`config.mk`:
```
export PLATFORM = sky130hd
export DESIGN_NAME = conv_tile_top
export DESIGN_NICKNAME = d
export VERILOG_FILES = /design/src/source/conv_data_pkg.sv /design/src/source/conv_ctrl_pkg.sv /design/src/source/tile_sram.sv /design/src/source/conv_data_mover.sv /design/src/source/pe_lane.sv /design/src/source/result_collector.sv /design/src/source/conv_tile_top.sv
export VERILOG_INCLUDE_DIRS = /design/src /design/src/source
export SDC_FILE = /design/constraint.sdc
export NUM_CORES = 2
export LEC_CHECK = 0
export BUFFER_PORTS_ARGS = -buffer_cell sky130_fd_sc_hd__buf_2
export CAP_MARGIN = 10
export CORE_MARGIN = 10
export CORE_UTILIZATION = 50
export CTS_BUF_LIST = sky130_fd_sc_hd__clkbuf_4 sky130_fd_sc_hd__clkbuf_8
export DETAILED_ROUTE_END_ITERATION = 7
export HOLD_SLACK_MARGIN = 0.1
export PLACE_DENSITY = 0.67
export SETUP_SLACK_MARGIN = 0.02
export SLEW_MARGIN = 10
export SYNTH_ARGS = -nofsm -noshare
export SYNTH_HDL_FRONTEND = slang
export SYNTH_SLANG_ARGS = --single-unit
```
`constraint.sdc`:
```
create_clock -name clk -period 10.6 [get_ports clk]
set_input_delay 1.06 -clock clk [delete_from_list [all_inputs] [get_ports clk]]
set_output_delay 1.06 -clock clk [all_outputs]
set_load 0.05 [all_outputs]
```
`src/source/conv_config.svh`:
```
`ifndef CONV_CONFIG_SVH
`define CONV_CONFIG_SVH

// processing lanes
// also the element count of one memory word
`define CONV_PE_SIZE 4

// signed operand width
`define CONV_ELEM_W 8

// lane accumulator width
// holds PE_SIZE int8 products with headroom
`define CONV_ACC_W 20

// activation memory
`define CONV_ACT_DEPTH 16
`define CONV_ACT_AW 4

// weight memory holds one row per lane
`define CONV_WGT_DEPTH `CONV_PE_SIZE
`define CONV_WGT_AW 2

// result buffer entries
// power of two keeps the pointer wrap simple
`define CONV_RES_FIFO_DEPTH 4

`endif

```
`src/source/conv_data_pkg.sv`:
```
`include "conv_config.svh"

package conv_data_pkg;

        // one signed element
        typedef logic signed [`CONV_ELEM_W-1:0] elem_t;

        // one memory word
        // weight row or activation vector, same layout
        typedef elem_t [`CONV_PE_SIZE-1:0] elem_vec_t;

        // dot product of one lane
        typedef logic signed [`CONV_ACC_W-1:0] lane_sum_t;

        // all lane sums of one activation
        typedef lane_sum_t [`CONV_PE_SIZE-1:0] sum_vec_t;

        // one outgoing result word
        typedef struct packed {
                // set on the final activation of a pass
                logic     last;
                // index k is lane k
                sum_vec_t sums;
        } res_word_t;

endpackage

```
`src/source/conv_ctrl_pkg.sv`:
```
`include "conv_config.svh"

package conv_ctrl_pkg;

        // request to one tile memory
        // address sized for the activation memory, weights use the low bits
        typedef struct packed {
                logic                    ce;
                logic [`CONV_ACT_AW-1:0] addr;
        } mem_req_t;

        // target of a load request
        typedef enum logic {
                MEM_SEL_WGT = 1'b0,
                MEM_SEL_ACT = 1'b1
        } mem_sel_e;

        // external load port, only honoured while idle
        typedef struct packed {
                logic                      valid;
                mem_sel_e                  sel;
                logic [`CONV_ACT_AW-1:0]   addr;
                conv_data_pkg::elem_vec_t  data;
        } load_req_t;

        // mover sequence
        typedef enum logic [1:0] {
                MV_IDLE  = 2'd0,
                MV_WGT   = 2'd1,
                MV_ACT   = 2'd2,
                MV_DRAIN = 2'd3
        } mover_state_e;

endpackage

```
`src/source/tile_sram.sv`:
```
`timescale 1ns/1ps
`include "conv_config.svh"

module tile_sram #(
        parameter int DEPTH = `CONV_ACT_DEPTH,
        parameter int AW    = `CONV_ACT_AW
) (
        input  logic                     clk,
        input  logic                     rst_n,
        input  conv_ctrl_pkg::mem_req_t  req_i,
        input  logic                     we_i,
        input  conv_data_pkg::elem_vec_t wdata_i,
        output conv_data_pkg::elem_vec_t rdata_o
);

        conv_data_pkg::elem_vec_t mem_q [DEPTH];

        // write port
        always_ff @(posedge clk) begin
                if (req_i.ce && we_i) begin
                        mem_q[req_i.addr[AW-1:0]] <= wdata_i;
                end
        end

        // registered read, data one cycle after ce
        // output holds between reads
        always_ff @(posedge clk or negedge rst_n) begin
                if (!rst_n) begin
                        rdata_o <= '0;
                end else if (req_i.ce && !we_i) begin
                        rdata_o <= mem_q[req_i.addr[AW-1:0]];
                end
        end

endmodule

```
`src/source/conv_data_mover.sv`:
```
`timescale 1ns/1ps
`include "conv_config.svh"

module conv_data_mover (
        input  logic                      clk,
        input  logic                      rst_n,
        input  logic                      start_i,
        input  logic [`CONV_ACT_AW:0]     act_count_i,
        input  conv_data_pkg::elem_vec_t  wgt_q_i,
        input  conv_data_pkg::elem_vec_t  act_q_i,
        input  logic                      credit_i,
        input  logic                      drain_done_i,
        output conv_ctrl_pkg::mem_req_t   wgt_req_o,
        output conv_ctrl_pkg::mem_req_t   act_req_o,
        output logic [`CONV_PE_SIZE-1:0]  wgt_load_o,
        output conv_data_pkg::elem_vec_t  wgt_data_o,
        output logic                      act_valid_o,
        output conv_data_pkg::elem_vec_t  act_data_o,
        output logic                      act_last_o,
        output logic                      busy_o
);

        localparam int WGT_LAST = `CONV_PE_SIZE - 1;

        conv_ctrl_pkg::mover_state_e state_q;
        conv_ctrl_pkg::mover_state_e state_d;

        logic [`CONV_WGT_AW-1:0]  wgt_cnt_q;
        logic [`CONV_ACT_AW-1:0]  act_addr_q;
        logic [`CONV_ACT_AW-1:0]  act_end_q;
        logic                     wgt_rd;
        logic                     act_rd;
        logic                     act_rd_end;
        logic [`CONV_PE_SIZE-1:0] wgt_onehot;

        // read enables
        assign wgt_rd     = (state_q == conv_ctrl_pkg::MV_WGT);
        // activation read only with a credit
        assign act_rd     = (state_q == conv_ctrl_pkg::MV_ACT) && credit_i;
        assign act_rd_end = act_rd && (act_addr_q == act_end_q);

        always_comb begin
                state_d = state_q;
                case (state_q)
                        conv_ctrl_pkg::MV_IDLE: begin
                                // start ignored anywhere else
                                if (start_i) begin
                                        state_d = conv_ctrl_pkg::MV_WGT;
                                end
                        end
                        conv_ctrl_pkg::MV_WGT: begin
                                // one row per cycle, PE_SIZE rows
                                if (wgt_cnt_q == WGT_LAST[`CONV_WGT_AW-1:0]) begin
                                        state_d = conv_ctrl_pkg::MV_ACT;
                                end
                        end
                        conv_ctrl_pkg::MV_ACT: begin
                                if (act_rd_end) begin
                                        state_d = conv_ctrl_pkg::MV_DRAIN;
                                end
                        end
                        conv_ctrl_pkg::MV_DRAIN: begin
                                // wait for the last word to leave
                                if (drain_done_i) begin
                                        state_d = conv_ctrl_pkg::MV_IDLE;
                                end
                        end
                        default: state_d = conv_ctrl_pkg::MV_IDLE;
                endcase
        end

        always_ff @(posedge clk or negedge rst_n) begin
                if (!rst_n) begin
                        state_q    <= conv_ctrl_pkg::MV_IDLE;
                        wgt_cnt_q  <= '0;
                        act_addr_q <= '0;
                        act_end_q  <= '0;
                end else begin
                        state_q <= state_d;
                        if ((state_q == conv_ctrl_pkg::MV_IDLE) && start_i) begin
                                wgt_cnt_q  <= '0;
                                act_addr_q <= '0;
                                // count of 16 wraps to address 15
                                act_end_q  <= act_count_i[`CONV_ACT_AW-1:0] - 1'b1;
                        end
                        if (wgt_rd) begin
                                wgt_cnt_q <= wgt_cnt_q + 1'b1;
                        end
                        // address holds while credit is low
                        if (act_rd && !act_rd_end) begin
                                act_addr_q <= act_addr_q + 1'b1;
                        end
                end
        end

        // lane select of the current weight read
        always_comb begin
                wgt_onehot            = '0;
                wgt_onehot[wgt_cnt_q] = wgt_rd;
        end

        // strobes follow the read by one cycle
        // lines up with the sram output
        always_ff @(posedge clk or negedge rst_n) begin
                if (!rst_n) begin
                        wgt_load_o  <= '0;
                        act_valid_o <= 1'b0;
                        act_last_o  <= 1'b0;
                end else begin
                        wgt_load_o  <= wgt_onehot;
                        act_valid_o <= act_rd;
                        act_last_o  <= act_rd_end;
                end
        end

        always_comb begin
                wgt_req_o.ce                     = wgt_rd;
                wgt_req_o.addr                   = '0;
                wgt_req_o.addr[`CONV_WGT_AW-1:0] = wgt_cnt_q;
                act_req_o.ce                     = act_rd;
                act_req_o.addr                   = act_addr_q;
        end

        // weight row goes to every lane, strobe picks one
        assign wgt_data_o = wgt_q_i;
        // activation broadcast
        assign act_data_o = act_q_i;
        assign busy_o     = (state_q != conv_ctrl_pkg::MV_IDLE);

endmodule

```
`src/source/pe_lane.sv`:
```
`timescale 1ns/1ps
`include "conv_config.svh"

module pe_lane (
        input  logic                      clk,
        input  logic                      rst_n,
        input  logic                      wgt_load_i,
        input  conv_data_pkg::elem_vec_t  wgt_i,
        input  logic                      act_valid_i,
        input  conv_data_pkg::elem_vec_t  act_i,
        input  logic                      act_last_i,
        output conv_data_pkg::lane_sum_t  sum_o,
        output logic                      sum_valid_o,
        output logic                      sum_last_o
);

        conv_data_pkg::elem_vec_t wgt_q;
        conv_data_pkg::lane_sum_t dot;

        // stationary row, kept until the next load
        always_ff @(posedge clk) begin
                if (wgt_load_i) begin
                        wgt_q <= wgt_i;
                end
        end

        // sign extend each element before the multiply
        always_comb begin
                dot = '0;
                for (int k = 0; k < `CONV_PE_SIZE; k++) begin
                        dot = dot + conv_data_pkg::lane_sum_t'(wgt_q[k]) *
                                    conv_data_pkg::lane_sum_t'(act_i[k]);
                end
        end

        // sum one cycle after the activation
        always_ff @(posedge clk) begin
                if (act_valid_i) begin
                        sum_o <= dot;
                end
        end

        always_ff @(posedge clk or negedge rst_n) begin
                if (!rst_n) begin
                        sum_valid_o <= 1'b0;
                        sum_last_o  <= 1'b0;
                end else begin
                        sum_valid_o <= act_valid_i;
                        sum_last_o  <= act_valid_i && act_last_i;
                end
        end

endmodule

```
`src/source/result_collector.sv`:
```
`timescale 1ns/1ps
`include "conv_config.svh"

module result_collector (
        input  logic                      clk,
        input  logic                      rst_n,
        input  conv_data_pkg::sum_vec_t   sums_i,
        input  logic                      sum_valid_i,
        input  logic                      sum_last_i,
        input  logic                      issue_i,
        input  logic                      res_ready_i,
        output logic                      credit_o,
        output conv_data_pkg::res_word_t  res_o,
        output logic                      res_valid_o,
        output logic                      drain_done_o
);

        localparam int DEPTH = `CONV_RES_FIFO_DEPTH;
        localparam int PW    = $clog2(DEPTH);
        localparam int CW    = $clog2(DEPTH + 1);
        localparam logic [PW-1:0] LAST_SLOT = PW'(DEPTH - 1);

        conv_data_pkg::res_word_t fifo_q [DEPTH];

        logic [PW-1:0] wr_ptr_q;
        logic [PW-1:0] rd_ptr_q;
        logic [CW-1:0] count_q;
        logic [CW-1:0] inflight_q;
        logic [CW:0]   pending;
        logic          push;
        logic          pop;

        // credit reserves the space so push never meets a full buffer
        assign push = sum_valid_i;
        assign pop  = res_valid_o && res_ready_i;

        always_ff @(posedge clk) begin
                if (push) begin
                        fifo_q[wr_ptr_q].sums <= sums_i;
                        fifo_q[wr_ptr_q].last <= sum_last_i;
                end
        end

        always_ff @(posedge clk or negedge rst_n) begin
                if (!rst_n) begin
                        wr_ptr_q   <= '0;
                        rd_ptr_q   <= '0;
                        count_q    <= '0;
                        inflight_q <= '0;
                end else begin
                        if (push) begin
                                wr_ptr_q <= (wr_ptr_q == LAST_SLOT) ? '0 : wr_ptr_q + 1'b1;
                        end
                        if (pop) begin
                                rd_ptr_q <= (rd_ptr_q == LAST_SLOT) ? '0 : rd_ptr_q + 1'b1;
                        end
                        // occupancy
                        case ({push, pop})
                                2'b10:   count_q <= count_q + 1'b1;
                                2'b01:   count_q <= count_q - 1'b1;
                                default: count_q <= count_q;
                        endcase
                        // reads issued but not yet summed
                        // each one stays two cycles
                        case ({issue_i, push})
                                2'b10:   inflight_q <= inflight_q + 1'b1;
                                2'b01:   inflight_q <= inflight_q - 1'b1;
                                default: inflight_q <= inflight_q;
                        endcase
                end
        end

        // slots already claimed by stored and in flight words
        assign pending  = {1'b0, count_q} + {1'b0, inflight_q};
        // at least one slot left unclaimed
        assign credit_o = (pending < DEPTH[CW:0]);

        // head word stays put until taken
        assign res_o        = fifo_q[rd_ptr_q];
        assign res_valid_o  = (count_q != '0);
        // end of pass seen at the output
        assign drain_done_o = pop && res_o.last;

endmodule

```
`src/source/conv_tile_top.sv`:
```
`timescale 1ns/1ps
`include "conv_config.svh"

module conv_tile_top (
        input  logic                      clk,
        input  logic                      rst_n,
        input  conv_ctrl_pkg::load_req_t  load_i,
        input  logic                      start_i,
        input  logic [`CONV_ACT_AW:0]     act_count_i,
        input  logic                      res_ready_i,
        output conv_data_pkg::res_word_t  res_o,
        output logic                      res_valid_o,
        output logic                      busy_o
);

        conv_ctrl_pkg::mem_req_t   mv_wgt_req;
        conv_ctrl_pkg::mem_req_t   mv_act_req;
        conv_ctrl_pkg::mem_req_t   wgt_port;
        conv_ctrl_pkg::mem_req_t   act_port;
        logic                      wgt_we;
        logic                      act_we;
        conv_data_pkg::elem_vec_t  wgt_q;
        conv_data_pkg::elem_vec_t  act_q;
        conv_data_pkg::elem_vec_t  wgt_data;
        conv_data_pkg::elem_vec_t  act_data;
        logic [`CONV_PE_SIZE-1:0]  wgt_load;
        logic                      act_valid;
        logic                      act_last;
        logic                      credit;
        logic                      drain_done;
        conv_data_pkg::sum_vec_t   lane_sums;
        logic [`CONV_PE_SIZE-1:0]  lane_valid;
        logic [`CONV_PE_SIZE-1:0]  lane_last;

        // load port owns both memories while the mover is idle
        always_comb begin
                wgt_we = !busy_o && load_i.valid && (load_i.sel == conv_ctrl_pkg::MEM_SEL_WGT);
                act_we = !busy_o && load_i.valid && (load_i.sel == conv_ctrl_pkg::MEM_SEL_ACT);
                if (busy_o) begin
                        wgt_port = mv_wgt_req;
                        act_port = mv_act_req;
                end else begin
                        wgt_port.ce   = wgt_we;
                        wgt_port.addr = load_i.addr;
                        act_port.ce   = act_we;
                        act_port.addr = load_i.addr;
                end
        end

        tile_sram #(.DEPTH(`CONV_WGT_DEPTH), .AW(`CONV_WGT_AW)) wgt_sram_i (
                .clk(clk), .rst_n(rst_n), .req_i(wgt_port), .we_i(wgt_we),
                .wdata_i(load_i.data), .rdata_o(wgt_q)
        );

        tile_sram #(.DEPTH(`CONV_ACT_DEPTH), .AW(`CONV_ACT_AW)) act_sram_i (
                .clk(clk), .rst_n(rst_n), .req_i(act_port), .we_i(act_we),
                .wdata_i(load_i.data), .rdata_o(act_q)
        );

        conv_data_mover conv_data_mover_i (
                .clk(clk), .rst_n(rst_n), .start_i(start_i), .act_count_i(act_count_i),
                .wgt_q_i(wgt_q), .act_q_i(act_q), .credit_i(credit),
                .drain_done_i(drain_done), .wgt_req_o(mv_wgt_req), .act_req_o(mv_act_req),
                .wgt_load_o(wgt_load), .wgt_data_o(wgt_data), .act_valid_o(act_valid),
                .act_data_o(act_data), .act_last_o(act_last), .busy_o(busy_o)
        );

        // one lane per weight row
        for (genvar k = 0; k < `CONV_PE_SIZE; k++) begin : g_lane
                pe_lane pe_lane_i (
                        .clk(clk), .rst_n(rst_n), .wgt_load_i(wgt_load[k]),
                        .wgt_i(wgt_data), .act_valid_i(act_valid), .act_i(act_data),
                        .act_last_i(act_last), .sum_o(lane_sums[k]),
                        .sum_valid_o(lane_valid[k]), .sum_last_o(lane_last[k])
                );
        end

        // lanes run in lockstep, flags agree across all of them
        result_collector result_collector_i (
                .clk(clk), .rst_n(rst_n), .sums_i(lane_sums),
                .sum_valid_i(&lane_valid), .sum_last_i(&lane_last),
                .issue_i(mv_act_req.ce), .res_ready_i(res_ready_i), .credit_o(credit),
                .res_o(res_o), .res_valid_o(res_valid_o), .drain_done_o(drain_done)
        );

endmodule

```
Yosys cells after proc, flatten, opt, wreduce, memory -nomap -nowiden --
Memories as Yosys holds them, arrays and structs flattened. A register that Yosys moved wholly into a read port is not among the register bits. Index checks and enable logic that the tools add are counted.
Cells by class: $add $sub $neg 22, equality and inequality tests 15, muxes and demuxes 23, reduce and logical (&&, ||, !) cells 29, order comparisons 3, bitwise operators 2, multiply operators 16
Operator list (count):
- multiplier 8 x 8 -> 16 bit | 16
- adder 20 bit | 12
- two-way mux 2 bit | 8
- logical AND 1 bit | 15
- == test 2 bit (second input constant) | 7
- one-hot mux 3 bit (2 select lines) | 2
- two-way mux 5 bit | 2
- nonzero test 2 bit | 5
- two-way mux 4 bit | 2
- one-hot mux 2 bit (4 select lines) | 1
- two-way mux 1 bit | 7
- adder 2 x 1 -> 2 bit (second input constant) | 3
- adder 3 x 1 -> 3 bit (second input constant) | 2
- == test 2 x 1 -> 1 bit (second input constant) | 3
- logical NOT 1 bit | 6
- subtractor 3 x 1 -> 3 bit (second input constant) | 2
- adder 3 x 3 -> 4 bit | 1
- adder 4 x 1 -> 4 bit (second input constant) | 1
- bitwise AND 4 bit | 1
- == test 4 bit | 1
- less-than comparator 4 x 3 -> 1 bit (second input constant) | 1
- != test 2 x 1 -> 1 bit (second input constant) | 2
- != test 2 bit (second input constant) | 2
- AND reduction 4 bit | 1
- other kinds (7) | 7
Storage, ports and cells: RAM bits 964, register bits 238, word-level logic and storage cells 146, output and inout port bits 83, bits of input ports 47, memories kept 3
Memories:
- act_sram_i.mem_q | words 16, bits a word 32, read ports 1, clocked after Yosys merged registers in 1, write ports 1, RTL line tile_sram.sv:16 | conv_data_pkg::elem_vec_t mem_q [DEPTH];
- result_collector_i.fifo_q | words 4, bits a word 81, read ports 1, clocked after Yosys merged registers in 0, write ports 1, RTL line result_collector.sv:23 | conv_data_pkg::res_word_t fifo_q [DEPTH];
- wgt_sram_i.mem_q | words 4, bits a word 32, read ports 1, clocked after Yosys merged registers in 1, write ports 1, RTL line tile_sram.sv:16

Depth between registers and ports, before layout --
word-level depth 8, depth in mapped cells 29, depth with buffers taken out 28

By module --
A second synthesis with hierarchy kept.
Unflattened totals: cell total of the unflattened synthesis 6746, area, all modules 91681.7 µm²
By module, submodules not included:
- pe_lane (g_lane[1].pe_lane_i ...) | area each 12717.2 µm², times used 2, cells each 1195, seq. area each 1581.5 µm²
- tile_sram (act_sram_i) | area each 20701.1 µm², times used 1, cells each 1045, seq. area each 16175.5 µm²
- pe_lane (g_lane[0].pe_lane_i) | area each 12784.8 µm², times used 1, cells each 1198, seq. area each 1581.5 µm²
- pe_lane (g_lane[3].pe_lane_i) | area each 12749.7 µm², times used 1, cells each 1198, seq. area each 1581.5 µm²
- result_collector | area each 12401.9 µm², times used 1, cells each 481, seq. area each 9979.6 µm²
- tile_sram (wgt_sram_i) | area each 5977.0 µm², times used 1, cells each 242, seq. area each 4644.5 µm²
- conv_data_mover | area each 1482.7 µm², times used 1, cells each 163, seq. area each 450.4 µm²
- conv_tile_top | area each 150.1 µm², times used 1, cells each 29, seq. area each 0.0 µm²

Worst setup path after synthesis --
OpenSTA, ideal clock, no wires.
path type flip-flop to flip-flop, start point reg act_sram_i.rdata_o[15] (netlist bit), read port of act_sram_i.mem_q, end point reg g_lane[2].pe_lane_i.sum_o[17], data pin, period minus slack after synthesis 7.147 ns, library setup time 0.259 ns, required time 10.341 ns, cell stages (with the launch flop) 26, path slack 3.453 ns, buffers on the path 1, arrival time 6.888 ns, path through dfrtp_1 > inv_1 > clkbuf_1 > fa_1 > fa_1 > inv_1 > fa_1 > fa_1 > ha_1 > a21oi_1 > o21bai_1 > a21oi_1 > o21a_1 > nor4b_1 > a311o_1 > fa_1 > inv_1 > fa_1 > inv_1 > ha_1 > and2_1 > a221o_1 > a21oi_1 > o21ai_1 > a221o_1 > xor2_1
On the way: cells in the longest elaborated chain, start to end 4
RTL lines:
- start: declaration | RTL line tile_sram.sv:13 | output conv_data_pkg::elem_vec_t rdata_o
- multiplier 8 x 8 -> 16 bit | RTL line pe_lane.sv:31 | dot = dot + conv_data_pkg::lane_sum_t'(wgt_q[k]) *
- adder 20 bit (3 in a row) | RTL line pe_lane.sv:31
- via g_lane[2].pe_lane_i.dot[17] | RTL line pe_lane.sv:18 | conv_data_pkg::lane_sum_t dot;
- end signal: assignment | RTL line pe_lane.sv:39 | sum_o <= dot;
- end: declaration | RTL line pe_lane.sv:12 | output conv_data_pkg::lane_sum_t sum_o,
The timed path passes the listed nets, and every way through them passes these cells. A chain may end at the register's enable or synchronous reset.

Worst setup path after layout --
start point reg act_sram_i.rdata_o[18] (netlist bit), read port of act_sram_i.mem_q, end point reg g_lane[2].pe_lane_i.sum_o[17], data pin
On the way: cells in the longest elaborated chain, start to end 3
RTL lines (RTL line):
- multiplier 8 x 8 -> 16 bit | pe_lane.sv:31
- adder 20 bit (2 in a row) | pe_lane.sv:31
- via g_lane[2].pe_lane_i.dot[17] | pe_lane.sv:18
The timed path passes the listed nets, and every way through them passes these cells.

==> flow_metrics.tcl <==
set metrics [dict create \
    grt_overflow_total 0 \
    async_flop_share_pct 7.425 \
    syn-mean-instance-area_sq_um 12.59 \
    yosys.cell_types.count 74 \
    grt_pass1_wl_um 328300 \
    synth_compound_area_share_pct 3.501 \
    htreeDepth 4 \
    die_area_sq_mm 0.2009 \
    cp-start-kind "flip-flop" \
    ff_latch_area_sq_mm 0.03756 \
    endpoint_kind "flip-flop" \
    synth_top_area_share_pct 38.38 \
    first_iter_violations 3818 \
    multi_input_area_sq_mm 0.04800 \
    ys_warn_count 0 \
    critPathMaxStageDelay_ps 950 \
    worst-path-max-fanout 18 \
    mostFrequentLayoutCells "inv_1 (1479), edfxtp_1 (1172), fa_1 (1014)" \
    grtUsageTotal_pct 21.20 \
    synth_ff_type "edfxtp_1" \
    routed_wl_um 207200 \
    wl_per_cell_um 20.60 \
    place_congestion 0.8838 \
    hold_path.class "in2reg" \
    ant_nets 0 \
    postLayoutSetupSlackWorst_ps 2492 \
    crit_cells 25 \
    cpMaxStageDelayCell "dfrtp_1" \
    ys_ff_latch 1266 \
    post-route-period-util_pct 76.49 \
    clk_pin_slew_ps 60 \
    cts_root_buf "clkbuf_8" \
    die_w_um 448.3 \
    syn_to_final_growth_pct 8.341 \
    synthXorXnorAreaFrac_pct 3.104 \
    die_y_um 448.3 \
    min_period_ps 8108 \
    cts_buffers 198 \
    finalMaxSlewViolations 0 \
    setup_violations 0 \
    core_sq_mm 0.1827 \
    cp_top_family "adder cells" \
    synth-simple-area-share_pct 9.275 \
    hold_violations 0 \
    post-place-ws_ps 2556 \
    place_hpwl_um 151500 \
    stdcell_area_sq_mm 0.09935 \
    crit_buf_inv 7 \
    final_common_cell "inv_1" \
    cap_violations 0 \
    clk_latency_ps 960 \
    synth_nets 8900 \
    finalSetupTns_ps 0 \
    nets 9122 \
    dr.pass1.iters 5 \
    postCtsSetupBuffers 0 \
    io_buffers 128 \
    synthMuxAreaShare_pct 6.493 \
    clock_path_buffers 3 \
    synth_top_family_by_area "adder cells" \
    antenna_found_initial 21 \
    cp.required_ps 11260 \
    synthTopCellsByArea "edfxtp_1 (38%), fa_1 (22%), ha_1 (7.6%)" \
    arrival_ps 8770 \
    ios 130 \
    drc 0 \
    synthCells 7283 \
    fillers 15150 \
    crit_type "reg2reg" \
    cts_tree "built" \
    min_path_cells 2 \
    clock.fmax_ghz 0.1233 \
    cts_sinks 1266 \
    synth_edf_count 1172 \
    fin_skew_ps 60.20 \
    rsz0062_at_grt "false" \
    synth_seq_area_share_pct 40.94 \
    vias 53850 \
    yosysTopAreaCell "edfxtp_1" \
    dpl_cell_area_sq_mm 0.09531 \
    initial_core_util_pct 50.20 \
    grt_max_degree 129 \
    worst_pin_slew_ps 1084 \
    outcome "finished clean" \
    grt_pass1_vias 57330 \
    slew_headroom_pct 27.72 \
    r2r_cells 25 \
    synth_fa_ha_area_share_pct 29.72 \
    routed_via_density 5.355 \
    num_rows 157 \
    drive_gt1_share_pct 11.18 \
    synth_area_sq_mm 0.09170 \
]
-- worst register-to-register path, cell delays in order, from the launching register on --
cell and delay (ps):
dfrtp_1 950, buf_4 400, nand2_1 200, inv_1 100, fa_1 480, inv_1 200
fa_1 450, inv_1 90, fa_1 440, fa_1 470, ha_1 300, inv_1 80
and3_1 140, a2111oi_0 370, o211ai_1 190, fa_1 680, inv_1 90, fa_1 480
inv_1 40, ha_1 340, and2_1 210, a221o_1 360, a21oi_1 180, o21ai_1 90
a221o_1 330, xor2_1 160
-- final cells by class --
type                            count  share of cell area, %
Timing Repair Buffer              202                  1.222
Sequential cell                  1266                  37.80
Inverter                         1483                  5.603
Clock inverter                     73                 0.5869
Antenna cell                        5                0.01259
Clock buffer                      288                  3.461
Multi-Input combinational cell   4354                  48.31
Tap cell                         2385                  3.004
-- state kept, by name (all words and copies together), names as in the netlist, 2 cells and up --
name                           cells
wgt_sram_i.mem_q                 128
conv_data_mover_i.wgt_cnt_q        2
result_collector_i.wr_ptr_q        2
conv_data_mover_i.act_addr_q       4
act_sram_i.mem_q                 512
wgt_sram_i.rdata_o                32
conv_data_mover_i.state_q          2
result_collector_i.fifo_q        324
result_collector_i.inflight_q      3
conv_data_mover_i.wgt_load_o       4
g_lane.pe_lane_i.wgt_q           128
g_lane.pe_lane_i.sum_o            80
result_collector_i.rd_ptr_q        2
conv_data_mover_i.act_end_q        4
act_sram_i.rdata_o                32
result_collector_i.count_q         3
-- cell families (layout without fill, tap and decap cells) --
kind of cell | count (synthesis) | in the layout
XOR/XNOR | 325 | 325
flip-flops | 1266 | 1266
AND/OR/NAND/NOR | 1657 | 1657
adder cells (fa/ha/maj) | 1570 | 1570
multiplexers | 289 | 289
buffers and inverters | 1663 | 2046
AO/OA/AOI/OAI | 513 | 513
other | 0 | 5
-- cell usage after synthesis, types with 49 or more instances --
cell type / n
fa_1: 1014
a21oi_1: 154
nor2_1: 160
and2_1: 635
nand2_1: 543
o21ai_1: 101
edfxtp_1: 1172
clkbuf_1: 130
xnor2_1: 262
inv_1: 1479
xor2_1: 63
nand2b_1: 98
ha_1: 556
o21ai_0: 49
nand3_1: 67
a21o_1: 54
mux4_2: 241
dfrtp_1: 94
-- timing repair --
action,CTS,global route
endpoints found under the hold margin,32,0
resized for setup,0,0
hold buffers,1,0
-- layer usage --
layer	global-route usage, %	routed length [um]
met5	0	231
met4	6.771	6355
met3	3.960	13750
met2	34.47	97950
met1	28.98	88880
-- final timing paths --
kind | end | from | slack (ps)
setup / recovery | g_lane[2].pe_lane_i.sum_o[17]$_DFFE_PP_ | act_sram_i.rdata_o[18]$_DFFE_PN0P_ | 2490
hold / removal | conv_data_mover_i.act_end_q[0]$_DFFE_PN0P_ | act_count_i[0] | 360
setup reg to reg | g_lane[2].pe_lane_i.sum_o[17]$_DFFE_PP_ | act_sram_i.rdata_o[18]$_DFFE_PN0P_ | 2490
hold reg to reg | g_lane[3].pe_lane_i.sum_last_o$_DFF_PN0_ | conv_data_mover_i.act_last_o$_DFF_PN0_ | 460
max in group asynchronous | act_sram_i.rdata_o[28]$_DFFE_PN0P_ | rst_n | 8560
min in group asynchronous | result_collector_i.rd_ptr_q[0]$_DFFE_PN0P_ | rst_n | 740
-- through the flow --
| stage | instances | utilization, % | hold WS (ps) |
|---|---|---|---|
| 3_3_place_gp | 9689 | 52.17 | 452.7 |
| 3_5_place_dp | 9689 | 52.17 | 453.0 |
| 5_1_grt | 10050 | 54.38 | 304.4 |
| 4_1_cts | 10050 | 54.38 | 254.7 |
| 2_1_floorplan | 7283 | - | 427.7 |
| 6_report | 10060 | 54.38 | 363.2 |
Power is left out: the tool's default activity adds up to more than one toggle a clock period on the data nets, which glitch-free logic cannot reach.
